File: src/rtl/srio_db_config.svh
// Shared constants for the SRIO doorbell and NWRITE request engine
// Packet format and transaction type codes, request priority
// Doorbell info values for self-check, replies and data integration
// Response wait limit and timer width

`ifndef SRIO_DB_CONFIG_SVH
`define SRIO_DB_CONFIG_SVH

// Packet format codes
`define SRIO_FTYPE_DOORB 4'hA
`define SRIO_FTYPE_NWR 4'h5

// NWRITE transaction type
`define SRIO_TTYPE_NWR 4'h4

// Priority used on every request
`define SRIO_REQ_PRIO 2'd1

// Doorbell info values
`define DB_INFO_SELF 16'h0101
`define DB_INFO_READY 16'h0100
`define DB_INFO_BUSY 16'h01FF
`define DB_INFO_INTEG_BASE 16'h0200

// Only replies from this device are taken
`define DB_RESP_SRC_ID 16'h00F0

// Base address of target 1, 1 MiB
`define TARGET_ADDR_STEP 34'h0_0010_0000

// Response wait limit in log_clk cycles
`define DB_TIMEOUT_CYCLES 1024
`define DB_TIMER_W 11

`endif

File: src/rtl/srio_pkt_pkg.sv
// Types for SRIO packet fields and stream beats
// Device IDs, packet codes, transaction ID, doorbell info,
// address, NWRITE size and the 64-bit stream beat fields

`default_nettype none

package srio_pkt_pkg;

    // Packet header fields
    typedef logic [15:0] dev_id_t;
    typedef logic [3:0]  ftype_t;
    typedef logic [3:0]  ttype_t;
    typedef logic [7:0]  tid_t;
    typedef logic [15:0] db_info_t;
    typedef logic [33:0] srio_addr_t;

    // Byte count minus one
    typedef logic [7:0]  nwr_size_t;

    // Stream beat fields
    typedef logic [63:0] beat_data_t;
    typedef logic [7:0]  beat_keep_t;

    // Source ID in the upper half, destination ID in the lower half
    typedef logic [31:0] beat_user_t;

endpackage

`default_nettype wire

File: src/rtl/db_ctrl_pkg.sv
// Types for the transaction controller
// Controller states, request kinds and error codes

`default_nettype none

package db_ctrl_pkg;

    typedef enum logic [2:0] {
        IDLE, DB_REQ, DB_RESP, NWR, INTEG_REQ, WAIT_ACK
    } db_state_t;

    // Packet the builder is asked to send
    typedef enum logic [1:0] {
        REQ_DB_SELF, REQ_NWR, REQ_DB_INTEG
    } req_kind_t;

    typedef enum logic [1:0] {
        ERR_NONE = 2'd0, ERR_NO_DB_RESP = 2'd1, ERR_NO_INTEG_ACK = 2'd2
    } db_err_t;

endpackage

`default_nettype wire

File: src/rtl/ireq_builder.sv
// Request stream builder
// Forms self-check and integration doorbell beats and NWRITE packets
// (header beat plus user beats passed through) on the outgoing stream

`timescale 1ns/1ps
`default_nettype none

`include "srio_db_config.svh"

module ireq_builder
    import srio_pkt_pkg::*;
    import db_ctrl_pkg::*;
(
    input  wire logic       log_clk,
    input  wire logic       log_rst,

    input  wire logic       req_start_i,
    input  wire req_kind_t  req_kind_i,
    output logic            req_done_o,

    input  wire dev_id_t    src_id_i,
    input  wire dev_id_t    des_id_i,
    input  wire nwr_size_t  nwr_size_i,
    input  wire logic       target_sel_i,

    input  wire beat_data_t user_tdata_i,
    input  wire beat_keep_t user_tkeep_i,
    input  wire logic       user_tvalid_i,
    input  wire logic       user_tlast_i,
    output logic            user_tready_o,

    output logic            ireq_tvalid_o,
    input  wire logic       ireq_tready_i,
    output beat_data_t      ireq_tdata_o,
    output beat_keep_t      ireq_tkeep_o,
    output logic            ireq_tlast_o,
    output beat_user_t      ireq_tuser_o
);

    typedef enum logic [1:0] {PH_IDLE, PH_HEADER, PH_DATA} phase_t;

    phase_t     phase_q;
    tid_t       tid;
    db_info_t   db_info;
    srio_addr_t nwr_addr;
    beat_data_t db_beat;
    beat_data_t nwr_beat;
    logic       out_xfer;
    logic       user_take;

    // Target select picks TID, address and integration info
    assign tid      = {7'h00, target_sel_i};
    assign nwr_addr = target_sel_i ? `TARGET_ADDR_STEP : '0;
    assign db_info  = (req_kind_i == REQ_DB_SELF) ? `DB_INFO_SELF :
                      `DB_INFO_INTEG_BASE + {15'h0000, ~target_sel_i};

    // TID, FTYPE, reserved, prio, CRF, reserved, info, reserved
    assign db_beat = {tid, `SRIO_FTYPE_DOORB, 4'h0, 1'b0, `SRIO_REQ_PRIO, 1'b0,
                      12'h000, db_info, 16'h0000};

    // TID, FTYPE, TTYPE, reserved, prio, CRF, size, reserved, address
    assign nwr_beat = {tid, `SRIO_FTYPE_NWR, `SRIO_TTYPE_NWR, 1'b0, `SRIO_REQ_PRIO,
                       1'b0, nwr_size_i, 2'b00, nwr_addr};

    assign out_xfer   = ireq_tvalid_o && ireq_tready_i;
    assign req_done_o = out_xfer && ireq_tlast_o;

    // Take a user beat when the slot is empty or draining, but never
    // after the last beat of the packet is already held
    assign user_tready_o = (phase_q == PH_DATA) &&
                           (!ireq_tvalid_o || (ireq_tready_i && !ireq_tlast_o));
    assign user_take     = user_tready_o && user_tvalid_i;

    always_ff @(posedge log_clk or posedge log_rst) begin
        if (log_rst) begin
            phase_q       <= PH_IDLE;
            ireq_tvalid_o <= 1'b0;
        end else begin
            case (phase_q)
                PH_IDLE: begin
                    if (req_start_i) begin
                        ireq_tvalid_o <= 1'b1;
                        phase_q       <= PH_HEADER;
                    end
                end
                PH_HEADER: begin
                    // A doorbell ends here, an NWRITE moves on to data
                    if (out_xfer) begin
                        ireq_tvalid_o <= 1'b0;
                        phase_q       <= ireq_tlast_o ? PH_IDLE : PH_DATA;
                    end
                end
                PH_DATA: begin
                    if (user_take) begin
                        ireq_tvalid_o <= 1'b1;
                    end else if (out_xfer) begin
                        ireq_tvalid_o <= 1'b0;
                    end
                    if (out_xfer && ireq_tlast_o) begin
                        phase_q <= PH_IDLE;
                    end
                end
                default: begin
                    ireq_tvalid_o <= 1'b0;
                    phase_q       <= PH_IDLE;
                end
            endcase
        end
    end

    // Beat payload, loaded on start or on a user beat and held otherwise
    always_ff @(posedge log_clk) begin
        if (phase_q == PH_IDLE && req_start_i) begin
            ireq_tdata_o <= (req_kind_i == REQ_NWR) ? nwr_beat : db_beat;
            ireq_tkeep_o <= 8'hFF;
            ireq_tlast_o <= (req_kind_i != REQ_NWR);
            ireq_tuser_o <= {src_id_i, des_id_i};
        end else if (user_take) begin
            ireq_tdata_o <= user_tdata_i;
            ireq_tkeep_o <= user_tkeep_i;
            ireq_tlast_o <= user_tlast_i;
        end
    end

endmodule

`default_nettype wire

File: src/rtl/iresp_decoder.sv
// Doorbell response decoder
// Classifies replies from the responder as READY, BUSY or
// integration confirm, and keeps the target-select bit

`timescale 1ns/1ps
`default_nettype none

`include "srio_db_config.svh"

module iresp_decoder
    import srio_pkt_pkg::*;
(
    input  wire logic       log_clk,
    input  wire logic       log_rst,

    input  wire logic       iresp_tvalid_i,
    input  wire beat_data_t iresp_tdata_i,
    input  wire beat_user_t iresp_tuser_i,

    output logic            resp_ready_o,
    output logic            resp_busy_o,
    output logic            resp_confirm_o,
    output logic            target_sel_o
);

    ftype_t   resp_ftype;
    db_info_t resp_info;
    dev_id_t  resp_src_id;
    db_info_t integ_info;
    logic     is_db_reply;
    logic     is_confirm;

    assign resp_ftype  = iresp_tdata_i[55:52];
    assign resp_info   = iresp_tdata_i[31:16];
    assign resp_src_id = iresp_tuser_i[31:16];

    // Info expected back for the integration doorbell in flight
    assign integ_info = `DB_INFO_INTEG_BASE + {15'h0000, ~target_sel_o};

    assign is_db_reply = iresp_tvalid_i && (resp_ftype == `SRIO_FTYPE_DOORB) &&
                         (resp_src_id == `DB_RESP_SRC_ID);
    assign is_confirm  = is_db_reply && (resp_info == integ_info);

    always_ff @(posedge log_clk or posedge log_rst) begin
        if (log_rst) begin
            resp_ready_o   <= 1'b0;
            resp_busy_o    <= 1'b0;
            resp_confirm_o <= 1'b0;
            target_sel_o   <= 1'b0;
        end else begin
            resp_ready_o   <= is_db_reply && (resp_info == `DB_INFO_READY);
            resp_busy_o    <= is_db_reply && (resp_info == `DB_INFO_BUSY);
            resp_confirm_o <= is_confirm;
            // Next packet goes to the other target
            if (is_confirm) begin
                target_sel_o <= ~target_sel_o;
            end
        end
    end

endmodule

`default_nettype wire

File: src/rtl/db_ctrl.sv
// Transaction controller
// State machine for self-check and NWRITE with integration doorbell,
// response wait timer, status flags and timeout error reporting

`timescale 1ns/1ps
`default_nettype none

`include "srio_db_config.svh"

module db_ctrl
    import db_ctrl_pkg::*;
(
    input  wire logic  log_clk,
    input  wire logic  log_rst,

    input  wire logic  self_check_i,
    input  wire logic  nwr_req_i,
    input  wire logic  link_initialized_i,

    output logic       req_start_o,
    output req_kind_t  req_kind_o,
    input  wire logic  req_done_i,

    input  wire logic  resp_ready_i,
    input  wire logic  resp_busy_i,
    input  wire logic  resp_confirm_i,

    output logic       nwr_ready_o,
    output logic       nwr_busy_o,
    output logic       rapidio_ready_o,
    output logic       nwr_ack_done_o,
    output logic       error_o,
    output db_err_t    error_type_o
);

    localparam int unsigned TIMEOUT_LAST = `DB_TIMEOUT_CYCLES - 1;

    db_state_t               state_q;
    logic [`DB_TIMER_W-1:0]  timer_q;
    logic                    waiting;
    logic                    timeout;

    assign waiting = (state_q == DB_RESP) || (state_q == WAIT_ACK);
    assign timeout = waiting && (timer_q == TIMEOUT_LAST[`DB_TIMER_W-1:0]);

    // Busy while a packet is going out
    assign rapidio_ready_o = !((state_q == DB_REQ) || (state_q == NWR) ||
                               (state_q == INTEG_REQ));
    assign nwr_ack_done_o  = resp_confirm_i;

    // Runs only while a reply is awaited
    always_ff @(posedge log_clk or posedge log_rst) begin
        if (log_rst) begin
            timer_q <= '0;
        end else if (waiting) begin
            timer_q <= timer_q + 1'b1;
        end else begin
            timer_q <= '0;
        end
    end

    always_ff @(posedge log_clk or posedge log_rst) begin
        if (log_rst) begin
            state_q      <= IDLE;
            req_start_o  <= 1'b0;
            req_kind_o   <= REQ_DB_SELF;
            nwr_ready_o  <= 1'b0;
            nwr_busy_o   <= 1'b0;
            error_o      <= 1'b0;
            error_type_o <= ERR_NONE;
        end else begin
            req_start_o <= 1'b0;
            error_o     <= 1'b0;
            case (state_q)
                IDLE: begin
                    // Self-check wins over NWR
                    if (link_initialized_i && self_check_i) begin
                        state_q     <= DB_REQ;
                        req_start_o <= 1'b1;
                        req_kind_o  <= REQ_DB_SELF;
                        nwr_ready_o <= 1'b0;
                        nwr_busy_o  <= 1'b0;
                    end else if (link_initialized_i && nwr_req_i) begin
                        state_q     <= NWR;
                        req_start_o <= 1'b1;
                        req_kind_o  <= REQ_NWR;
                        nwr_ready_o <= 1'b0;
                    end
                end
                DB_REQ: begin
                    if (req_done_i) begin
                        state_q <= DB_RESP;
                    end
                end
                DB_RESP: begin
                    if (resp_ready_i) begin
                        nwr_ready_o <= 1'b1;
                        state_q     <= IDLE;
                    end else if (resp_busy_i) begin
                        nwr_busy_o <= 1'b1;
                        state_q    <= IDLE;
                    end else if (timeout) begin
                        error_o      <= 1'b1;
                        error_type_o <= ERR_NO_DB_RESP;
                        state_q      <= IDLE;
                    end
                end
                NWR: begin
                    // Integration doorbell follows the last data beat
                    if (req_done_i) begin
                        state_q     <= INTEG_REQ;
                        req_start_o <= 1'b1;
                        req_kind_o  <= REQ_DB_INTEG;
                    end
                end
                INTEG_REQ: begin
                    if (req_done_i) begin
                        state_q <= WAIT_ACK;
                    end
                end
                WAIT_ACK: begin
                    if (resp_confirm_i) begin
                        state_q <= IDLE;
                    end else if (timeout) begin
                        error_o      <= 1'b1;
                        error_type_o <= ERR_NO_INTEG_ACK;
                        state_q      <= IDLE;
                    end
                end
                default: begin
                    state_q <= IDLE;
                end
            endcase
        end
    end

endmodule

`default_nettype wire

File: src/rtl/srio_db_req_top.sv
// Top level of the SRIO request engine
// Connects the transaction controller, the request stream builder
// and the doorbell response decoder

`timescale 1ns/1ps
`default_nettype none

module srio_db_req_top
    import srio_pkt_pkg::*;
    import db_ctrl_pkg::*;
(
    input  wire logic       log_clk,
    input  wire logic       log_rst,

    input  wire dev_id_t    src_id_i,
    input  wire dev_id_t    des_id_i,
    input  wire logic       self_check_i,
    input  wire logic       nwr_req_i,
    input  wire nwr_size_t  nwr_size_i,
    input  wire logic       link_initialized_i,

    input  wire beat_data_t user_tdata_i,
    input  wire beat_keep_t user_tkeep_i,
    input  wire logic       user_tvalid_i,
    input  wire logic       user_tlast_i,
    output logic            user_tready_o,

    output logic            ireq_tvalid_o,
    input  wire logic       ireq_tready_i,
    output beat_data_t      ireq_tdata_o,
    output beat_keep_t      ireq_tkeep_o,
    output logic            ireq_tlast_o,
    output beat_user_t      ireq_tuser_o,

    input  wire logic       iresp_tvalid_i,
    input  wire beat_data_t iresp_tdata_i,
    input  wire beat_user_t iresp_tuser_i,

    output logic            nwr_ready_o,
    output logic            nwr_busy_o,
    output logic            rapidio_ready_o,
    output logic            nwr_ack_done_o,
    output logic            error_o,
    output db_err_t         error_type_o
);

    logic      req_start;
    req_kind_t req_kind;
    logic      req_done;
    logic      resp_ready;
    logic      resp_busy;
    logic      resp_confirm;
    logic      target_sel;

    db_ctrl u_db_ctrl (
        .log_clk            (log_clk),
        .log_rst            (log_rst),
        .self_check_i       (self_check_i),
        .nwr_req_i          (nwr_req_i),
        .link_initialized_i (link_initialized_i),
        .req_start_o        (req_start),
        .req_kind_o         (req_kind),
        .req_done_i         (req_done),
        .resp_ready_i       (resp_ready),
        .resp_busy_i        (resp_busy),
        .resp_confirm_i     (resp_confirm),
        .nwr_ready_o        (nwr_ready_o),
        .nwr_busy_o         (nwr_busy_o),
        .rapidio_ready_o    (rapidio_ready_o),
        .nwr_ack_done_o     (nwr_ack_done_o),
        .error_o            (error_o),
        .error_type_o       (error_type_o)
    );

    ireq_builder u_ireq_builder (
        .log_clk       (log_clk),
        .log_rst       (log_rst),
        .req_start_i   (req_start),
        .req_kind_i    (req_kind),
        .req_done_o    (req_done),
        .src_id_i      (src_id_i),
        .des_id_i      (des_id_i),
        .nwr_size_i    (nwr_size_i),
        .target_sel_i  (target_sel),
        .user_tdata_i  (user_tdata_i),
        .user_tkeep_i  (user_tkeep_i),
        .user_tvalid_i (user_tvalid_i),
        .user_tlast_i  (user_tlast_i),
        .user_tready_o (user_tready_o),
        .ireq_tvalid_o (ireq_tvalid_o),
        .ireq_tready_i (ireq_tready_i),
        .ireq_tdata_o  (ireq_tdata_o),
        .ireq_tkeep_o  (ireq_tkeep_o),
        .ireq_tlast_o  (ireq_tlast_o),
        .ireq_tuser_o  (ireq_tuser_o)
    );

    iresp_decoder u_iresp_decoder (
        .log_clk        (log_clk),
        .log_rst        (log_rst),
        .iresp_tvalid_i (iresp_tvalid_i),
        .iresp_tdata_i  (iresp_tdata_i),
        .iresp_tuser_i  (iresp_tuser_i),
        .resp_ready_o   (resp_ready),
        .resp_busy_o    (resp_busy),
        .resp_confirm_o (resp_confirm),
        .target_sel_o   (target_sel)
    );

endmodule

`default_nettype wire

File: config.mk
export PLATFORM = sky130hd
export DESIGN_NAME = srio_db_req_top
export DESIGN_NICKNAME = d
export VERILOG_FILES = /design/src/rtl/srio_pkt_pkg.sv /design/src/rtl/db_ctrl_pkg.sv /design/src/rtl/ireq_builder.sv /design/src/rtl/iresp_decoder.sv /design/src/rtl/db_ctrl.sv /design/src/rtl/srio_db_req_top.sv
export VERILOG_INCLUDE_DIRS = /design/src /design/src/rtl
export SDC_FILE = /design/constraint.sdc
export NUM_CORES = 1
export LEC_CHECK = 0
export ABC_AREA = 1
export BUFFER_PORTS_ARGS = -buffer_cell sky130_fd_sc_hd__buf_4
export CORE_AREA = 2 2 130 132
export CTS_CLUSTER_DIAMETER = 200
export CTS_CLUSTER_SIZE = 8
export DETAILED_ROUTE_END_ITERATION = 16
export DIE_AREA = 0 0 132 134
export PLACE_DENSITY = 0.75
export RECOVER_POWER = 100
export SYNTH_ARGS = -nofsm -noshare
export SYNTH_HDL_FRONTEND = slang
export SYNTH_SLANG_ARGS = --single-unit
File: constraint.sdc
create_clock -name log_clk -period 3.5 [get_ports log_clk]
set_input_delay 0.175 -clock log_clk [delete_from_list [all_inputs] [get_ports log_clk]]
set_output_delay 0.175 -clock log_clk [all_outputs]
set_load 0.02 [all_outputs]
==> results.md <==
- Crit Path Max Fanout: 29
- Sequential area share after synthesis: 69.59%
- Largest net degree at the start of global routing: 71
- Diodes inserted: 0
- First-pass GRT wire length: 22530 um
- Max Transition Viols Final: 0
- Synth warnings: 0
- Slew @ Worst Pin: 1.066 ns
- Internal: 3733 uW
- Sw frac: 34.75%
- # H-tree levels: 4
- Vias in the first global route: 4556
- PwrDens: 692.4 nW/um^2
- Worst Hold Depth: 4
- Fin Setup TNS: 0 ns
- Hold crit path type: primary input to flop
- Final setup viols: 0
- DRC Markers: 0
- Worst-skew pair later-pin latency: 0.41 ns
- Initial core utilization: 33.51%
- Routability cong.: 0.8087
- Initial antenna violation count: 0
- Area growth, synth to finish: 51.36%
- Fin area: 8263 um^2
- CTS root buf: clkbuf_16
- Sequential Power Share: 41.1%
- Detailed-placement wirelength estimate: 10450 um
- CTS sink cnt: 134
- Final core utilization: 50.73%
- RSZ-0062 raised after global routing: false
- Psw: 1989 uW
- Syn Std Cell Area: 5459 um^2
- Post-Syn Instances: 509
- Fraction of final layout cells with drive strength greater than 1: 23.96%
- Tmin final: 2.664 ns
- Drt pass-1 iters: 4
- CTS Buffer Depth: 2
- Placed instance area: 7729 um^2
- Hold Vio Cnt, Final: 0
- Worst Skew: 0.005853 ns
- Die width: 132 um
- Drt total wl: 14810 um
- Reg2Reg Depth: 6
- Nets: 1048
- Pre-CTS WS: 1.053 ns
- Die Span Y: 134 um
- Final Power: 5722 uW
- Post-synthesis cell type count: 30
- Startpoint Class: flop
- Avg Synthesized Cell Area: 10.72 um^2
- Remaining Overflow, GRT: 0
- WL/cell: 13.93 um
- Tot GR Track Use: 16.52%
- I/O pin count: 331
- Clock power frac: 30.7%
- Final ANT Viol Nets: 0
- Status: completed
- Core area: 16290 um^2
- IO Port Bufs: 270
- Syn_nets: 727
- Comb power frac: 28.2%
- Total CTS buffers: 17
- Fmax: 375.4 MHz
- Die footprint: 17690 um^2
- TritonCTS clock tree: built
- Maxcap violations: 0
- P_leak: 0.003703 uW
- Peak supply drop: 0.3360 mV
- WP data arrival: 2.94 ns
- Row count: 47
- Period utilization: 76.11%
- Vias: 4621
- Worst setup EP type: flop
- Final WS setup: 0.8361 ns
- Iter 0 DRT Violations: 301
- Reg clk slew, reported paths: 0.06 ns
- Routed vias/inst: 4.347
- FF-to-FF setup slack: 0.84 ns
- Rel. slew slack: 28.88%
- Data required, critical path: 3.77 ns
- Post-CTS sizing: 0
- Crit path kind: flop to flop
- Flops & latches, synth: 134
-- power groups by stage --
stage          logic, uW  registers (uW)  clock network [uW]
4_1_cts             1910            2350                1790
3_5_place_dp        1870            2380                   0
3_3_place_gp        1850            2360                   0
2_1_floorplan        662            2780                   0
6_report            1610            2350                1760
5_1_grt             1780            2390                1870
-- registers in the layout, indices dropped and copies added (netlist names), 2 cells and up --
| name | flops |
|---|---|
| u_db_ctrl.state_q | 3 |
| u_ireq_builder.ireq_tdata_o | 64 |
| u_ireq_builder.ireq_tkeep_o | 8 |
| u_db_ctrl.req_kind_o | 2 |
| u_db_ctrl.error_type_o | 2 |
| u_ireq_builder.ireq_tuser_o | 32 |
| u_db_ctrl.timer_q | 11 |
| u_ireq_builder.phase_q | 2 |
-- synth_stat cells --
cell type / instances / share of area [%]
a21oi_1: 11 / 1.0
buf_6: 2 / 0.41
nand3b_1: 1 / 0.14
nor4_1: 1 / 0.11
inv_1: 92 / 6.3
nand3_4: 1 / 0.32
or2_2: 2 / 0.23
o22ai_1: 1 / 0.11
nor2_2: 3 / 0.34
buf_4: 1 / 0.14
dfxtp_1: 8 / 2.9
nor2_1: 97 / 6.7
inv_2: 6 / 0.41
a31o_2: 1 / 0.16
ha_1: 1 / 0.23
a21oi_2: 1 / 0.16
dfrtp_1: 29 / 13
nand2_1: 90 / 6.2
edfxtp_1: 97 / 53
a22o_1: 9 / 1.4
o21ai_0: 12 / 1.1
xor2_1: 1 / 0.16
nand2_4: 2 / 0.41
nand4_1: 5 / 0.57
o21ai_1: 1 / 0.092
buf_2: 6 / 0.55
nand3b_4: 1 / 0.37
nand3_1: 19 / 1.7
nor3_1: 5 / 0.46
nand3_2: 3 / 0.55
-- metal layers --
layer | up-vias | global-route usage [%] | part of all wire, %
li1 | 2276 | - | -
met1 | 2133 | 17.55 | 38
met2 | 186 | 30.58 | 53
met3 | 26 | 4.497 | 6.3
met4 | 0 | 7.428 | 2.7
met5 | - | 0 | 0
-- metrics by stage --
stage | hold slack (ns) | instances
after floorplan | 0.2531 | 509
after global placement | 0.3529 | 991
after detailed placement | 0.3543 | 991
after CTS | 0.007519 | 1063
after global routing | 0.01419 | 1063
final | 0.02740 | 1063
-- cells by family after synthesis --
kind of cell	count (synthesis)	synth area share [%]
AOI/OAI and AO/OA	36	4.080
DFF	134	69.59
xor gates and xnor gates	1	0.1605
and+or+nand+nor	230	18.11
adders and majority gates	1	0.2292
buffers and inverters	107	7.839
-- worst max-delay path: stages (launching register included) --
cell     delay (ns)
dfrtp_1        0.43
inv_1          0.12
nand3_2        0.54
inv_1          0.69
nand2_1        0.26
inv_2          0.28
a22o_1         0.19
-- path summary, 6_finish.rpt --
| check | endpoint | start |
|---|---|---|
| setup / recovery | u_ireq_builder.ireq_tdata_o[37] | u_ireq_builder.phase_q[0] |
| hold / removal | u_iresp_decoder.resp_ready_o | iresp_tdata_i[16] |
| setup reg to reg | u_ireq_builder.ireq_tdata_o[37] | u_ireq_builder.phase_q[0] |
| hold reg to reg | u_db_ctrl.timer_q[0] | u_db_ctrl.timer_q[0] |
| max in group asynchronous | u_db_ctrl.state_q[1] | log_rst |
| min in group asynchronous | u_db_ctrl.error_type_o[0] | log_rst |
-- placed cells by master (no fill, tap or decap), types with 2 or more instances in the layout --
cell type / n
nor3_1: 5
o21ai_0: 12
a22o_1: 9
bufinv_16: 2
nand3_1: 19
inv_6: 5
inv_2: 3
clkinv_4: 5
inv_1: 95
clkinvlp_4: 2
clkbuf_4: 34
buf_4: 123
dfrtp_1: 29
nand3b_1: 2
dlygate4sd3_1: 40
edfxtp_1: 97
nand2_1: 91
dfxtp_1: 8
nor2_1: 100
or2_2: 2
nand3_2: 3
clkbuf_1: 113
nand4_1: 5
a21oi_1: 11
clkbuf_16: 17
-- area by class of cell --
| class | count | area [um^2] |
|---|---|---|
| Clock buffer | 17 | 425.4 |
| Clock inverter | 15 | 167.7 |
| Fill cell | 1528 | 8026 |
| Tap cell | 220 | 275.3 |
| Timing Repair Buffer | 311 | 2023 |
| Sequential cell | 134 | 3799 |
| Multi-Input combinational cell | 268 | 1205 |
| Inverter | 98 | 367.9 |
-- repair_timing --
item,4_1_cts,5_1_grt
setup buffers,0,0
endpoints found under the hold margin,40,0
hold buffers,40,0
Power figures use the tool's default switching activity.
